==> src/include/decode_cfg.svh <==
`ifndef DECODE_CFG_SVH
`define DECODE_CFG_SVH

// instruction word
`define DEC_WORD_W 32

// field widths of the three formats
`define DEC_OP_W 6
`define DEC_FUNCT_W 6
`define DEC_REG_W 5
`define DEC_IMM_W 16

`endif

==> src/hw/isa_pkg.sv <==
`include "decode_cfg.svh"

package isa_pkg;

	// primary opcodes still decoded
	typedef enum logic [`DEC_OP_W-1:0] {
		R_TYPE = 6'b000000,
		REGIMM = 6'b000001,
		J      = 6'b000010,
		JAL    = 6'b000011,
		BEQ    = 6'b000100,
		BNE    = 6'b000101,
		BLEZ   = 6'b000110,
		BGTZ   = 6'b000111,
		ADDI   = 6'b001000,
		ADDIU  = 6'b001001,
		SLTI   = 6'b001010,
		SLTIU  = 6'b001011,
		ANDI   = 6'b001100,
		ORI    = 6'b001101,
		XORI   = 6'b001110,
		LUI    = 6'b001111,
		COP0   = 6'b010000,
		LB     = 6'b100000,
		LH     = 6'b100001,
		LW     = 6'b100011,
		LBU    = 6'b100100,
		LHU    = 6'b100101,
		SB     = 6'b101000,
		SH     = 6'b101001,
		SW     = 6'b101011
	} opcode_e;

	typedef enum logic [`DEC_FUNCT_W-1:0] {
		SLL     = 6'b000000,
		SRL     = 6'b000010,
		SRA     = 6'b000011,
		SLLV    = 6'b000100,
		SRLV    = 6'b000110,
		SRAV    = 6'b000111,
		JR      = 6'b001000,
		JALR    = 6'b001001,
		SYSCALL = 6'b001100,
		BREAK   = 6'b001101,
		MFHI    = 6'b010000,
		MTHI    = 6'b010001,
		MFLO    = 6'b010010,
		MTLO    = 6'b010011,
		ADD     = 6'b100000,
		ADDU    = 6'b100001,
		SUB     = 6'b100010,
		SUBU    = 6'b100011,
		AND     = 6'b100100,
		OR      = 6'b100101,
		XOR     = 6'b100110,
		NOR     = 6'b100111,
		SLT     = 6'b101010,
		SLTU    = 6'b101011
	} funct_e;

	// rt field of REGIMM branches
	typedef enum logic [`DEC_REG_W-1:0] {
		BLTZ   = 5'b00000,
		BGEZ   = 5'b00001,
		BLTZAL = 5'b10000,
		BGEZAL = 5'b10001
	} regimm_e;

	// rs field of COP0, ERET is the CO bit with funct 6'h18 and zero fields
	typedef enum logic [`DEC_REG_W-1:0] {
		MFC0 = 5'b00000,
		MTC0 = 5'b00100,
		ERET = 5'b10000
	} cop0_e;

	typedef struct packed {
		opcode_e               op;
		logic [`DEC_REG_W-1:0] rs;
		logic [`DEC_REG_W-1:0] rt;
		logic [`DEC_REG_W-1:0] rd;
		logic [`DEC_REG_W-1:0] shamt;
		funct_e                funct;
	} r_fmt_t;

	typedef struct packed {
		opcode_e               op;
		logic [`DEC_REG_W-1:0] rs;
		logic [`DEC_REG_W-1:0] rt;
		logic [`DEC_IMM_W-1:0] imm;
	} i_fmt_t;

	typedef struct packed {
		opcode_e                          op;
		logic [`DEC_WORD_W-`DEC_OP_W-1:0] target;
	} j_fmt_t;

	typedef union packed {
		r_fmt_t r;
		i_fmt_t i;
		j_fmt_t j;
	} instr_u;

endpackage

==> src/hw/ctrl_pkg.sv <==
package ctrl_pkg;

	// operation class handed from the main decoder to the ALU decoder
	typedef enum logic [3:0] {
		R_TYPE_OP,
		ADDI_OP,
		ADDIU_OP,
		SLTI_OP,
		SLTIU_OP,
		ANDI_OP,
		ORI_OP,
		XORI_OP,
		LUI_OP,
		MEM_OP,
		MTC0_OP,
		MFC0_OP,
		USELESS_OP
	} alu_op_e;

	typedef enum logic [4:0] {
		NOP,
		ADD,
		ADDU,
		SUB,
		SUBU,
		SLT,
		SLTU,
		AND,
		OR,
		XOR,
		NOR,
		LUI,
		SLL,
		SRL,
		SRA,
		SLLV,
		SRLV,
		SRAV,
		MFC0,
		MTC0
	} alu_ctrl_e;

	typedef enum logic [2:0] {
		NONE = 3'd0,
		EQ   = 3'd1,
		NE   = 3'd2,
		LEZ  = 3'd3,
		GTZ  = 3'd4,
		LTZ  = 3'd5,
		GEZ  = 3'd6
	} branch_cond_e;

endpackage

==> src/hw/main_ctrl_dec.sv <==
`timescale 1ns/1ps

module main_ctrl_dec (
	input  isa_pkg::instr_u   instr,
	output logic              regwrite,
	output logic              regdst,
	output logic              is_imm,
	output logic              memtoreg,
	output logic              mem_read,
	output logic              mem_write,
	output logic              sign_ex,
	output ctrl_pkg::alu_op_e alu_op,
	output logic              cp0_write,
	output logic              cp0_read,
	output logic              is_mfc,
	output logic              hilo_read,
	output logic              mfhi,
	output logic              mflo,
	output logic              eret,
	output logic              brk,
	output logic              syscall,
	output logic              ri,
	output logic              only_one_inst
);

	logic is_r;
	logic is_cop0;
	logic eret_word;
	ctrl_pkg::alu_op_e imm_op;

	assign is_r = (instr.r.op == isa_pkg::R_TYPE);
	assign is_cop0 = (instr.r.op == isa_pkg::COP0);

	// all fields below rs must match exactly
	assign eret_word = (instr.r.rs == isa_pkg::ERET) && (instr.r.rt == '0) &&
		(instr.r.rd == '0) && (instr.r.shamt == '0) && (instr.r.funct == 6'h18);

	// zero extend for the logical immediates and lui
	assign sign_ex = !(instr.r.op inside {isa_pkg::ANDI, isa_pkg::ORI, isa_pkg::XORI,
		isa_pkg::LUI});

	assign mfhi = is_r && (instr.r.funct == isa_pkg::MFHI);
	assign mflo = is_r && (instr.r.funct == isa_pkg::MFLO);
	assign hilo_read = mfhi | mflo;
	assign brk = is_r && (instr.r.funct == isa_pkg::BREAK);
	assign syscall = is_r && (instr.r.funct == isa_pkg::SYSCALL);
	assign cp0_write = is_cop0 && (instr.r.rs == isa_pkg::MTC0);
	assign cp0_read = is_cop0 && (instr.r.rs == isa_pkg::MFC0);
	assign eret = is_cop0 && eret_word;

	always_comb begin
		case (instr.i.op)
			isa_pkg::ADDI: imm_op = ctrl_pkg::ADDI_OP;
			isa_pkg::ADDIU: imm_op = ctrl_pkg::ADDIU_OP;
			isa_pkg::SLTI: imm_op = ctrl_pkg::SLTI_OP;
			isa_pkg::SLTIU: imm_op = ctrl_pkg::SLTIU_OP;
			isa_pkg::ANDI: imm_op = ctrl_pkg::ANDI_OP;
			isa_pkg::ORI: imm_op = ctrl_pkg::ORI_OP;
			isa_pkg::XORI: imm_op = ctrl_pkg::XORI_OP;
			isa_pkg::LUI: imm_op = ctrl_pkg::LUI_OP;
			default: imm_op = ctrl_pkg::USELESS_OP;
		endcase
	end

	always_comb begin
		regwrite = 1'b0;
		regdst = 1'b0;
		is_imm = 1'b0;
		memtoreg = 1'b0;
		mem_read = 1'b0;
		mem_write = 1'b0;
		alu_op = ctrl_pkg::USELESS_OP;
		is_mfc = 1'b0;
		ri = 1'b0;
		only_one_inst = 1'b0;
		case (instr.r.op)
			isa_pkg::R_TYPE: begin
				case (instr.r.funct)
					isa_pkg::ADD, isa_pkg::ADDU, isa_pkg::SUB, isa_pkg::SUBU,
					isa_pkg::SLT, isa_pkg::SLTU, isa_pkg::AND, isa_pkg::OR,
					isa_pkg::XOR, isa_pkg::NOR, isa_pkg::SLL, isa_pkg::SRL,
					isa_pkg::SRA, isa_pkg::SLLV, isa_pkg::SRLV, isa_pkg::SRAV,
					isa_pkg::MFHI, isa_pkg::MFLO, isa_pkg::JALR: begin
						alu_op = ctrl_pkg::R_TYPE_OP;
						regwrite = 1'b1;
						regdst = 1'b1;
					end
					isa_pkg::JR, isa_pkg::MTHI, isa_pkg::MTLO,
					isa_pkg::SYSCALL, isa_pkg::BREAK: begin
						alu_op = ctrl_pkg::R_TYPE_OP;
					end
					default: begin
						ri = 1'b1;
						regwrite = 1'b1;
					end
				endcase
			end
			isa_pkg::ADDI, isa_pkg::ADDIU, isa_pkg::SLTI, isa_pkg::SLTIU,
			isa_pkg::ANDI, isa_pkg::ORI, isa_pkg::XORI, isa_pkg::LUI: begin
				alu_op = imm_op;
				regwrite = 1'b1;
				is_imm = 1'b1;
			end
			isa_pkg::LB, isa_pkg::LBU, isa_pkg::LH, isa_pkg::LHU, isa_pkg::LW: begin
				alu_op = ctrl_pkg::MEM_OP;
				regwrite = 1'b1;
				is_imm = 1'b1;
				memtoreg = 1'b1;
				mem_read = 1'b1;
				only_one_inst = 1'b1;
			end
			isa_pkg::SB, isa_pkg::SH, isa_pkg::SW: begin
				alu_op = ctrl_pkg::MEM_OP;
				is_imm = 1'b1;
				mem_write = 1'b1;
				only_one_inst = 1'b1;
			end
			isa_pkg::BEQ, isa_pkg::BNE, isa_pkg::BLEZ, isa_pkg::BGTZ, isa_pkg::J: ;
			// link to r31
			isa_pkg::JAL: begin
				regwrite = 1'b1;
				regdst = 1'b1;
			end
			isa_pkg::REGIMM: begin
				case (instr.i.rt)
					isa_pkg::BLTZAL, isa_pkg::BGEZAL: begin
						regwrite = 1'b1;
						regdst = 1'b1;
					end
					isa_pkg::BLTZ, isa_pkg::BGEZ: ;
					default: ri = 1'b1;
				endcase
			end
			isa_pkg::COP0: begin
				only_one_inst = 1'b1;
				case (instr.r.rs)
					isa_pkg::MTC0: alu_op = ctrl_pkg::MTC0_OP;
					isa_pkg::MFC0: begin
						alu_op = ctrl_pkg::MFC0_OP;
						regwrite = 1'b1;
						is_imm = 1'b1;
						is_mfc = 1'b1;
					end
					default: ri = !eret_word;
				endcase
			end
			default: ri = 1'b1;
		endcase
	end

endmodule

==> src/hw/alu_ctrl_dec.sv <==
`timescale 1ns/1ps

module alu_ctrl_dec (
	input  ctrl_pkg::alu_op_e   alu_op,
	input  isa_pkg::instr_u     instr,
	output ctrl_pkg::alu_ctrl_e alu_ctrl
);

	ctrl_pkg::alu_ctrl_e funct_ctrl;

	// jumps, hi/lo moves and system calls fall to nop
	always_comb begin
		case (instr.r.funct)
			isa_pkg::ADD: funct_ctrl = ctrl_pkg::ADD;
			isa_pkg::ADDU: funct_ctrl = ctrl_pkg::ADDU;
			isa_pkg::SUB: funct_ctrl = ctrl_pkg::SUB;
			isa_pkg::SUBU: funct_ctrl = ctrl_pkg::SUBU;
			isa_pkg::SLT: funct_ctrl = ctrl_pkg::SLT;
			isa_pkg::SLTU: funct_ctrl = ctrl_pkg::SLTU;
			isa_pkg::AND: funct_ctrl = ctrl_pkg::AND;
			isa_pkg::OR: funct_ctrl = ctrl_pkg::OR;
			isa_pkg::XOR: funct_ctrl = ctrl_pkg::XOR;
			isa_pkg::NOR: funct_ctrl = ctrl_pkg::NOR;
			isa_pkg::SLL: funct_ctrl = ctrl_pkg::SLL;
			isa_pkg::SRL: funct_ctrl = ctrl_pkg::SRL;
			isa_pkg::SRA: funct_ctrl = ctrl_pkg::SRA;
			isa_pkg::SLLV: funct_ctrl = ctrl_pkg::SLLV;
			isa_pkg::SRLV: funct_ctrl = ctrl_pkg::SRLV;
			isa_pkg::SRAV: funct_ctrl = ctrl_pkg::SRAV;
			default: funct_ctrl = ctrl_pkg::NOP;
		endcase
	end

	always_comb begin
		case (alu_op)
			ctrl_pkg::R_TYPE_OP: alu_ctrl = funct_ctrl;
			ctrl_pkg::ADDI_OP: alu_ctrl = ctrl_pkg::ADD;
			ctrl_pkg::ADDIU_OP: alu_ctrl = ctrl_pkg::ADDU;
			ctrl_pkg::SLTI_OP: alu_ctrl = ctrl_pkg::SLT;
			ctrl_pkg::SLTIU_OP: alu_ctrl = ctrl_pkg::SLTU;
			ctrl_pkg::ANDI_OP: alu_ctrl = ctrl_pkg::AND;
			ctrl_pkg::ORI_OP: alu_ctrl = ctrl_pkg::OR;
			ctrl_pkg::XORI_OP: alu_ctrl = ctrl_pkg::XOR;
			ctrl_pkg::LUI_OP: alu_ctrl = ctrl_pkg::LUI;
			// address = base + offset
			ctrl_pkg::MEM_OP: alu_ctrl = ctrl_pkg::ADDU;
			ctrl_pkg::MTC0_OP: alu_ctrl = ctrl_pkg::MTC0;
			ctrl_pkg::MFC0_OP: alu_ctrl = ctrl_pkg::MFC0;
			default: alu_ctrl = ctrl_pkg::NOP;
		endcase
	end

endmodule

==> src/hw/operand_use_dec.sv <==
`timescale 1ns/1ps

module operand_use_dec (
	input  isa_pkg::instr_u instr,
	output logic            read_rs,
	output logic            read_rt
);

	always_comb begin
		read_rs = 1'b0;
		read_rt = 1'b0;
		case (instr.r.op)
			isa_pkg::R_TYPE: begin
				case (instr.r.funct)
					isa_pkg::ADD, isa_pkg::ADDU, isa_pkg::SUB, isa_pkg::SUBU,
					isa_pkg::SLT, isa_pkg::SLTU, isa_pkg::AND, isa_pkg::OR,
					isa_pkg::XOR, isa_pkg::NOR, isa_pkg::SLLV, isa_pkg::SRLV,
					isa_pkg::SRAV: begin
						read_rs = 1'b1;
						read_rt = 1'b1;
					end
					// shift amount comes from shamt
					isa_pkg::SLL, isa_pkg::SRL, isa_pkg::SRA: read_rt = 1'b1;
					isa_pkg::JR, isa_pkg::JALR, isa_pkg::MTHI, isa_pkg::MTLO: read_rs = 1'b1;
					default: ;
				endcase
			end
			isa_pkg::ADDI, isa_pkg::ADDIU, isa_pkg::SLTI, isa_pkg::SLTIU,
			isa_pkg::ANDI, isa_pkg::ORI, isa_pkg::XORI,
			isa_pkg::BLEZ, isa_pkg::BGTZ: read_rs = 1'b1;
			isa_pkg::BEQ, isa_pkg::BNE: begin
				read_rs = 1'b1;
				read_rt = 1'b1;
			end
			isa_pkg::REGIMM: begin
				case (instr.i.rt)
					isa_pkg::BLTZ, isa_pkg::BGEZ,
					isa_pkg::BLTZAL, isa_pkg::BGEZAL: read_rs = 1'b1;
					default: ;
				endcase
			end
			isa_pkg::SB, isa_pkg::SH, isa_pkg::SW: read_rt = 1'b1;
			isa_pkg::COP0: read_rt = (instr.r.rs == isa_pkg::MTC0);
			default: ;
		endcase
	end

endmodule

==> src/hw/branch_cond_dec.sv <==
`timescale 1ns/1ps

module branch_cond_dec (
	input  isa_pkg::instr_u        instr,
	output ctrl_pkg::branch_cond_e branch_cond
);

	always_comb begin
		case (instr.i.op)
			isa_pkg::BEQ: branch_cond = ctrl_pkg::EQ;
			isa_pkg::BNE: branch_cond = ctrl_pkg::NE;
			isa_pkg::BLEZ: branch_cond = ctrl_pkg::LEZ;
			isa_pkg::BGTZ: branch_cond = ctrl_pkg::GTZ;
			isa_pkg::REGIMM: begin
				// unknown rt still compares less than zero
				case (instr.i.rt)
					isa_pkg::BGEZ, isa_pkg::BGEZAL: branch_cond = ctrl_pkg::GEZ;
					default: branch_cond = ctrl_pkg::LTZ;
				endcase
			end
			default: branch_cond = ctrl_pkg::NONE;
		endcase
	end

endmodule

==> src/hw/decode_stage.sv <==
`timescale 1ns/1ps
`include "decode_cfg.svh"

module decode_stage (
	input  logic                   clk,
	input  logic                   rst_n,
	input  logic [`DEC_WORD_W-1:0] instr,
	input  logic                   instr_valid,
	input  logic                   stall,
	output logic                   dec_valid,
	output logic                   regwrite,
	output logic                   regdst,
	output logic                   is_imm,
	output logic                   memtoreg,
	output logic                   mem_read,
	output logic                   mem_write,
	output logic                   sign_ex,
	output ctrl_pkg::alu_ctrl_e    alu_ctrl,
	output ctrl_pkg::branch_cond_e branch_cond,
	output logic                   read_rs,
	output logic                   read_rt,
	output logic                   cp0_write,
	output logic                   cp0_read,
	output logic                   is_mfc,
	output logic                   hilo_read,
	output logic                   mfhi,
	output logic                   mflo,
	output logic                   eret,
	output logic                   brk,
	output logic                   syscall,
	output logic                   ri,
	output logic                   only_one_inst
);

	isa_pkg::instr_u instr_q;
	logic valid_q;
	// raw decoder flags, same order as the output concatenation below
	logic [19:0] flags;
	ctrl_pkg::alu_op_e alu_op;
	ctrl_pkg::alu_ctrl_e alu_ctrl_raw;
	ctrl_pkg::branch_cond_e branch_cond_raw;

	always_ff @(posedge clk or negedge rst_n) begin
		if (!rst_n) begin
			valid_q <= 1'b0;
		end else if (!stall) begin
			valid_q <= instr_valid;
		end
	end

	always_ff @(posedge clk) begin
		if (!stall) begin
			instr_q <= instr;
		end
	end

	main_ctrl_dec u_main_ctrl_dec (
		.instr         (instr_q),
		.regwrite      (flags[19]),
		.regdst        (flags[18]),
		.is_imm        (flags[17]),
		.memtoreg      (flags[16]),
		.mem_read      (flags[15]),
		.mem_write     (flags[14]),
		.sign_ex       (flags[13]),
		.alu_op        (alu_op),
		.cp0_write     (flags[10]),
		.cp0_read      (flags[9]),
		.is_mfc        (flags[8]),
		.hilo_read     (flags[7]),
		.mfhi          (flags[6]),
		.mflo          (flags[5]),
		.eret          (flags[4]),
		.brk           (flags[3]),
		.syscall       (flags[2]),
		.ri            (flags[1]),
		.only_one_inst (flags[0])
	);

	alu_ctrl_dec u_alu_ctrl_dec (
		.alu_op   (alu_op),
		.instr    (instr_q),
		.alu_ctrl (alu_ctrl_raw)
	);

	operand_use_dec u_operand_use_dec (
		.instr   (instr_q),
		.read_rs (flags[12]),
		.read_rt (flags[11])
	);

	branch_cond_dec u_branch_cond_dec (
		.instr       (instr_q),
		.branch_cond (branch_cond_raw)
	);

	// a bubble shows no control at all
	assign dec_valid = valid_q;
	assign {regwrite, regdst, is_imm, memtoreg, mem_read, mem_write, sign_ex,
		read_rs, read_rt, cp0_write, cp0_read, is_mfc, hilo_read, mfhi, mflo,
		eret, brk, syscall, ri, only_one_inst} = flags & {20{valid_q}};
	assign alu_ctrl = valid_q ? alu_ctrl_raw : ctrl_pkg::NOP;
	assign branch_cond = valid_q ? branch_cond_raw : ctrl_pkg::NONE;

endmodule

==> config.mk <==
export PLATFORM = sky130hd
export DESIGN_NAME = decode_stage
export DESIGN_NICKNAME = d
export VERILOG_FILES = /design/src/hw/isa_pkg.sv /design/src/hw/ctrl_pkg.sv /design/src/hw/main_ctrl_dec.sv /design/src/hw/alu_ctrl_dec.sv /design/src/hw/operand_use_dec.sv /design/src/hw/branch_cond_dec.sv /design/src/hw/decode_stage.sv
export VERILOG_INCLUDE_DIRS = /design/src /design/src/include
export SDC_FILE = /design/constraint.sdc
export NUM_CORES = 1
export LEC_CHECK = 0
export ABC_AREA = 1
export BUFFER_PORTS_ARGS = -buffer_cell sky130_fd_sc_hd__buf_2
export CAP_MARGIN = 10
export CORE_MARGIN = 1.5
export CORE_UTILIZATION = 39
export DETAILED_ROUTE_END_ITERATION = 12
export HOLD_SLACK_MARGIN = 0.05
export SLEW_MARGIN = 5
export SYNTH_ARGS = -nofsm -noshare
export SYNTH_HDL_FRONTEND = slang
export SYNTH_SLANG_ARGS = --single-unit
==> constraint.sdc <==
create_clock -name clk -period 2 [get_ports clk]
set_input_delay 0.5 -clock clk [delete_from_list [all_inputs] [get_ports clk]]
set_output_delay 0.5 -clock clk [all_outputs]
set_load 0.02 [all_outputs]
==> qor.yml, run 1 <==
post-place-ws_ns: -0.411
wl_um: 8340
grt_pass1_vias: 2756
period_minus_slack_ns: 2.70
tritoncts: "done"
worstPathArrival_ns: 2.20
worstSetupStartpointType: "register"
crit_path_cell_trace: "nor2_4 -> buf_6 -> nand4_1 -> buf_4 -> nand3_4 -> nor3_4 -> buf_4 -> nand4_1 -> nand2_1 -> nor2_2 -> nor2_2 -> buf_6"
yosysTopAreaCell: "edfxtp_1"
worstMarginPinSlew_ns: 0.475
clockBufferDepth: 2
netlist.area_leader.share: 0.366
numCtsBuffers: 5
synthSimpleGateAreaFrac: 0.356
synth.net_count: 391
dieArea_um2: 7240
crit_required_ns: 1.50
grt_pass1_wl_um: 12600
clockRootBuffer: "clkbuf_8"
max_freq_mhz: 370
cts.sinks: 42
slew_viol_final: 0
cap_violations: 0
synthMuxAreaShare: 0
hold_class: "in -> reg"
setup_viol: 27
power.density_nw_per_um2: 552
final_layout_size_suffix_gt1_frac: 0.530
leakagePower_nw: 2.11
drt_iter0_markers: 160
hold_ws_ns: 0.379
crit_type: "reg -> out"
violations: "design-rule violations, negative setup slack"
placement_rows: 29
grt_antenna_before_repair: 0
p_total_mw: 2.47
postSynthAreaPerCell_um2: 7.53
die-width_um: 85.1
die_height_um: 85.1
drc: 5
vias_per_cell: 5.02
fin_nets: 550
fill_cells: 480
finalHoldViolCount: 0
hpwl_um: 5720
placed_area_um2: 3660
worst_slack_ns: -0.699
grt_overflow: 0
syn_inst: 349
synthDistinctLibCells: 35
cp_slowest_stage_delay_ns: 0.46
syn_area_um2: 2630
synth_compound_area_frac: 0.0748
grt_max_degree: 28
synthAdderAreaFrac: 0.0286
pin_count: 65
fin_crit_sh: 1.35
antenna_cells: 0
cp_top_family: "simple AND/OR/NAND/NOR gates"
clk_latency_ns: 0.29
dr_total_vias: 2940
ant_nets: 0
yosysWarningCount: 0
ys_seq_area_frac: 0.444
irDropWorstVdd_v: 0.000514
synth_top_family_by_area: "simple AND/OR/NAND/NOR gates"
wl_per_cell_um: 14.2
slowest_stage: "edfxtp_1"
syn_to_final_growth_pct: 70.5
status: "finished with violations"
finalNonFillerCells: 586
synth_area_leaders: "edfxtp_1, nand2_1, nor2_1, dfxtp_1, inv_1"
rsz0062_at_grt: "true"
cp_num_buf_inv: 4
io_buffers: 64
synth_edf_count: 32
initial_utilization: 0.409
drt_first_pass_iters: 9
async_reset_ff_frac: 0.0238
grt_usage: 0.220
place_inst: 561
synth_xor_xnor_area_share: 0.00333
fin_area_um2: 4480
htree_levels: 2
clock_skew_ns: 0.00804
synth_seq_cells: 42
clk_pin_slew_ns: 0.08
cp_max_fo: 4
core_um2: 6420
ys.flop_type: "edfxtp_1"
max-slew-margin-rel: 0.680
worstSetupEndpointType: "primary output"
globalplace.congestion: 0.977
==> where the power goes <==
group | switching (mW) | internal, mW
sequential | 0.0460 | 1.02
clock | 0.285 | 0.367
combinational | 0.422 | 0.335
total | 0.753 | 1.72
==> worst paths after layout <==
path | from | to | slack, ns | cells past startpoint
worst max-delay path | instr_q[29] | alu_ctrl[3] | -0.70 | 12
worst min-delay path | instr[30] | instr_q[30] | 0.38 | 1
worst max register to register | instr_q[1] | u_alu_ctrl_dec.funct_ctrl[2] | 0.21 | 11
worst min register to register | instr_q[28] | register | 0.91 | 5
max in group asynchronous | rst_n | dec_valid | 1.37 | 2
min in group asynchronous | rst_n | dec_valid | 0.53 | 2
==> per-layer routing <==
| metal | vias up | global-route usage | part of all wire |
|---|---|---|---|
| li1 | 1463 | - | - |
| met1 | 1348 | 0.291 | 0.42 |
| met2 | 108 | 0.364 | 0.49 |
| met3 | 21 | 0.0389 | 0.061 |
| met4 | 0 | 0.0790 | 0.029 |
| met5 | - | 0 | 0 |
==> sequential cells by signal, summed over array words and instances, names as in the netlist, named ones only <==
name / count
dec_valid: 1
u_alu_ctrl_dec.funct_ctrl: 5
instr_q: 32
==> logic make-up after synthesis <==
| group | Yosys count |
|---|---|
| flops | 42 |
| xor+xnor | 1 |
| simple gates | 204 |
| fa+ha+maj | 6 |
| compound gates | 33 |
| buf+inv | 63 |
==> what timing repair did <==
action                                 CTS  global route
setup buffers                           13             5
setup endpoints to repair               27            27
endpoints found under the hold margin    1             0
cloned                                   0             0
hold buffers                             1             0
pin swaps                               17            24
resized for setup                      111            48
==> placed cells by master, fill, tap and decap left out, types with 6 or more instances in the layout <==
cell and count:
o21ai_0 16, dfxtp_1 9, nand3_4 9, nor3_2 6, edfxtp_1 32, nor2_2 16
nand2_1 55, ha_1 6, nand2_2 12, nor2_4 20, buf_4 85, nand3_1 21
inv_1 37, nand4_1 8, nand2_4 6, nand3_2 7, nor2_1 33, buf_6 34
buf_2 38, inv_2 17
==> synth_stat cells (all sizes together), types with 5 or more instances <==
library cell  instances
a21oi                 6
dfxtp                 9
edfxtp               32
ha                    6
inv                  57
nand2                73
nand3                37
nand4                 8
nor2                 69
nor3                 11
nor4                  5
o21ai                17
==> through the flow <==
stage	utilization	setup TNS [ns]
4_1_cts	0.662	-10.63
3_5_place_dp	0.570	-3.83
6_report	0.697	-12.59
3_3_place_gp	0.570	-3.59
5_1_grt	0.697	-15.49
2_1_floorplan	-	-0.753
==> cell type report <==
type	count	area, um2	share of cell area
clock inverter	3	40.0	0.00894
timing repair buffer	158	1220	0.273
multi-input combinational	244	1660	0.371
inverter	57	221	0.0495
sequential	42	1170	0.260
clock buffer	5	68.8	0.0154
tap	77	96.3	0.0215
Power figures use the tool's default switching activity.
==> run 2, diff against run 1 <==
- CORE_UTILIZATION: 39 -> 35
- GPL_ROUTABILITY_DRIVEN: default -> 1
- REMOVE_ABC_BUFFERS: default -> 1
==> run 2 against run 1 <==
  * The run ends with negative setup slack left
  * Final area increased by 1.1%
  * Largest cell class unchanged
  * Core utilization decreased by 7.3 points
  * Critical path type unchanged
  * Total power decreased by 0.57%
  * Worst setup slack got worse by 0.0093 ns
==> qor.yml, run 2 (synthesis results as in run 1) <==
status: "finished with violations"
violations: "negative setup slack"
placement_rows: 31  # +6.9%
worstSetupEndpointType: "primary output"
core_um2: 7250  # +13%
grt_use_met1: 0.259  # -0.0320
dieArea_um2: 8030  # +11%
cts.sinks: 42  # unchanged
crit_required_ns: 1.50  # about the same
slowest_stage: "edfxtp_1"
grt_pass1_wl_um: 11800  # -6.2%
grt_use_met2: 0.322  # -0.0428
slew_viol_final: 0  # unchanged
antenna_cells: 0  # unchanged
clk_pin_slew_ns: 0.08  # about the same
syn_to_final_growth_pct: 72.3
hold_start: "instr[30]"
pin_count: 65  # unchanged
htree_levels: 2  # unchanged
busiest_layer: "met2"
rsz0062_at_grt: "true"
io_buffers: 64  # unchanged
worstSetupStartpoint: "instr_q[26]"
wl_per_cell_um: 13.0  # -8.5%
largest_register_ffs: 32  # unchanged
crit_type: "reg -> out"
ant_nets: 0  # unchanged
max_freq_mhz: 369  # -0.34%
clockBufferDepth: 2  # unchanged
final_layout_size_suffix_gt1_frac: 0.540  # +0.00951
numCtsBuffers: 5  # unchanged
grtUsageMet3: 0.0338  # -0.00509
period_minus_slack_ns: 2.71  # +0.00926 ns
drt_iter0_markers: 110  # -31%
layout_common_cells: "buf_4, nand2_1, buf_6"
grt_pass1_vias: 2597  # -5.8%
r2r_start: "instr_q[1]"
die-width_um: 89.6  # +5.4%
cp_max_fo: 5  # +1
totalNegativeSetupSlack_ns: -12.23  # +0.362 ns
grt_usage: 0.192  # -0.0279
clockRootBuffer: "clkbuf_8"
leakagePower_nw: 2.10  # -0.66%
max-slew-margin-rel: 0.679  # -0.00113
die_height_um: 89.6  # +5.4%
fin_nets: 555  # +0.91%
cap_violations: 0  # unchanged
initial_utilization: 0.362  # -0.0468
hpwl_um: 5520  # -3.6%
grt_overflow: 0  # unchanged
p_total_mw: 2.46  # -0.57%
dr_total_vias: 2939  # -0.034%
vias_per_cell: 4.80  # -4.3%
crit_path_cell_trace: "buf_4 -> inv_2 -> nand2_2 -> nand3_4 -> inv_2 -> nor2_4 -> nand4_1 -> nor3_1 -> nor2_1 -> a21oi_2 -> buf_6"
globalplace.congestion: 0.913  # -6.6%
setup_viol: 27  # unchanged
grt_max_degree: 25  # -11%
worstMarginPinSlew_ns: 0.476  # +0.00168 ns
cp_slowest_stage_delay_ns: 0.43  # -0.03 ns
clock_skew_ns: 0.00839  # +0.000353 ns
path_common_cell: "inv_2"
drc: 0  # -5
final_common_cell: "buf_4"
tritoncts: "done"
wl_um: 7970  # -4.5%
largest_register: "instr_q"
finalHoldViolCount: 0  # unchanged
fin_crit_sh: 1.35  # +0.00463
grt_antenna_before_repair: 0  # unchanged
hold_class: "in -> reg"
irDropWorstVdd_v: 0.000454  # -12%
power.density_nw_per_um2: 543  # -1.6%
drt_first_pass_iters: 4  # -5
worst_slack_ns: -0.709  # -0.00926 ns
worstPathArrival_ns: 2.21  # about the same
worstSetupStartpointType: "register"
post-route-util: 0.624  # -0.0731
clk_latency_ns: 0.29  # about the same
[run 2: changes by cell type in the layout (fill, tap and decap cells not counted), sizes merged]
| cell | delta |
|---|---|
| buf | +5 |
| clkinv | -1 |
[run 2: layout make-up]
class | instances | area (um2)
tap | 99 | 124
timing repair buffer | 163 | 1280
sequential | 42 | 1170
inverter | 57 | 216
clock inverter | 2 | 33.8
clock buffer | 5 | 68.8
multi-input combinational | 244 | 1640
fill | 579 | 2730
[run 2: what timing repair did]
item                                    in CTS  in global routing
buffers inserted                            10                 18
gates cloned                                 0                  0
pin swaps                                   22                 25
resized for setup                          103                 75
hold buffers                                 1                  0
endpoints found under the setup margin      27                 28
hold endpoints to repair                     1                  0
[run 2: critical path, delay by kind of cell, from the launching register on]
kind / cells / cell delay (ns)
simple gates: 6 / 0.91
buf+inv: 4 / 0.44
flops: 1 / 0.43
compound gates: 1 / 0.13
[run 2: worst paths after layout]
path | end | slack [ns] | cells after the start
max | alu_ctrl[0] | -0.71 | 11
min | instr_q[30] | 0.38 | 1
max reg2reg | u_alu_ctrl_dec.funct_ctrl[2] | 0.32 | 12
min reg2reg | dec_valid | 0.82 | 3
max in group asynchronous | dec_valid | 1.41 | 2
min in group asynchronous | dec_valid | 0.50 | 2
[run 2: power by group]
group | internal (mW) | switching, mW | total (mW)
sequential | 1.02 | 0.0412 | 1.06
combinational | 0.346 | 0.413 | 0.759
clock | 0.361 | 0.281 | 0.642
total | 1.72 | 0.736 | 2.46
[run 2: through the flow]
stage               worst slack, ns  hold slack [ns]  instances  area, um2
floorplan                    -0.245            0.204        343       2590
global placement             -0.353            0.275        577       3570
detailed placement           -0.431            0.276        577       3570
CTS                          -0.635            0.373        594       4100
global route                 -0.860            0.366        612       4530
finish                       -0.709            0.382        612       4530
[run 2: layer usage]
layer	part of all wire	vias up	wire, um
li1	-	1484	-
met1	0.44	1344	3540
met2	0.49	99	3890
met3	0.053	12	424
met4	0.014	0	110
met5	0	-	0
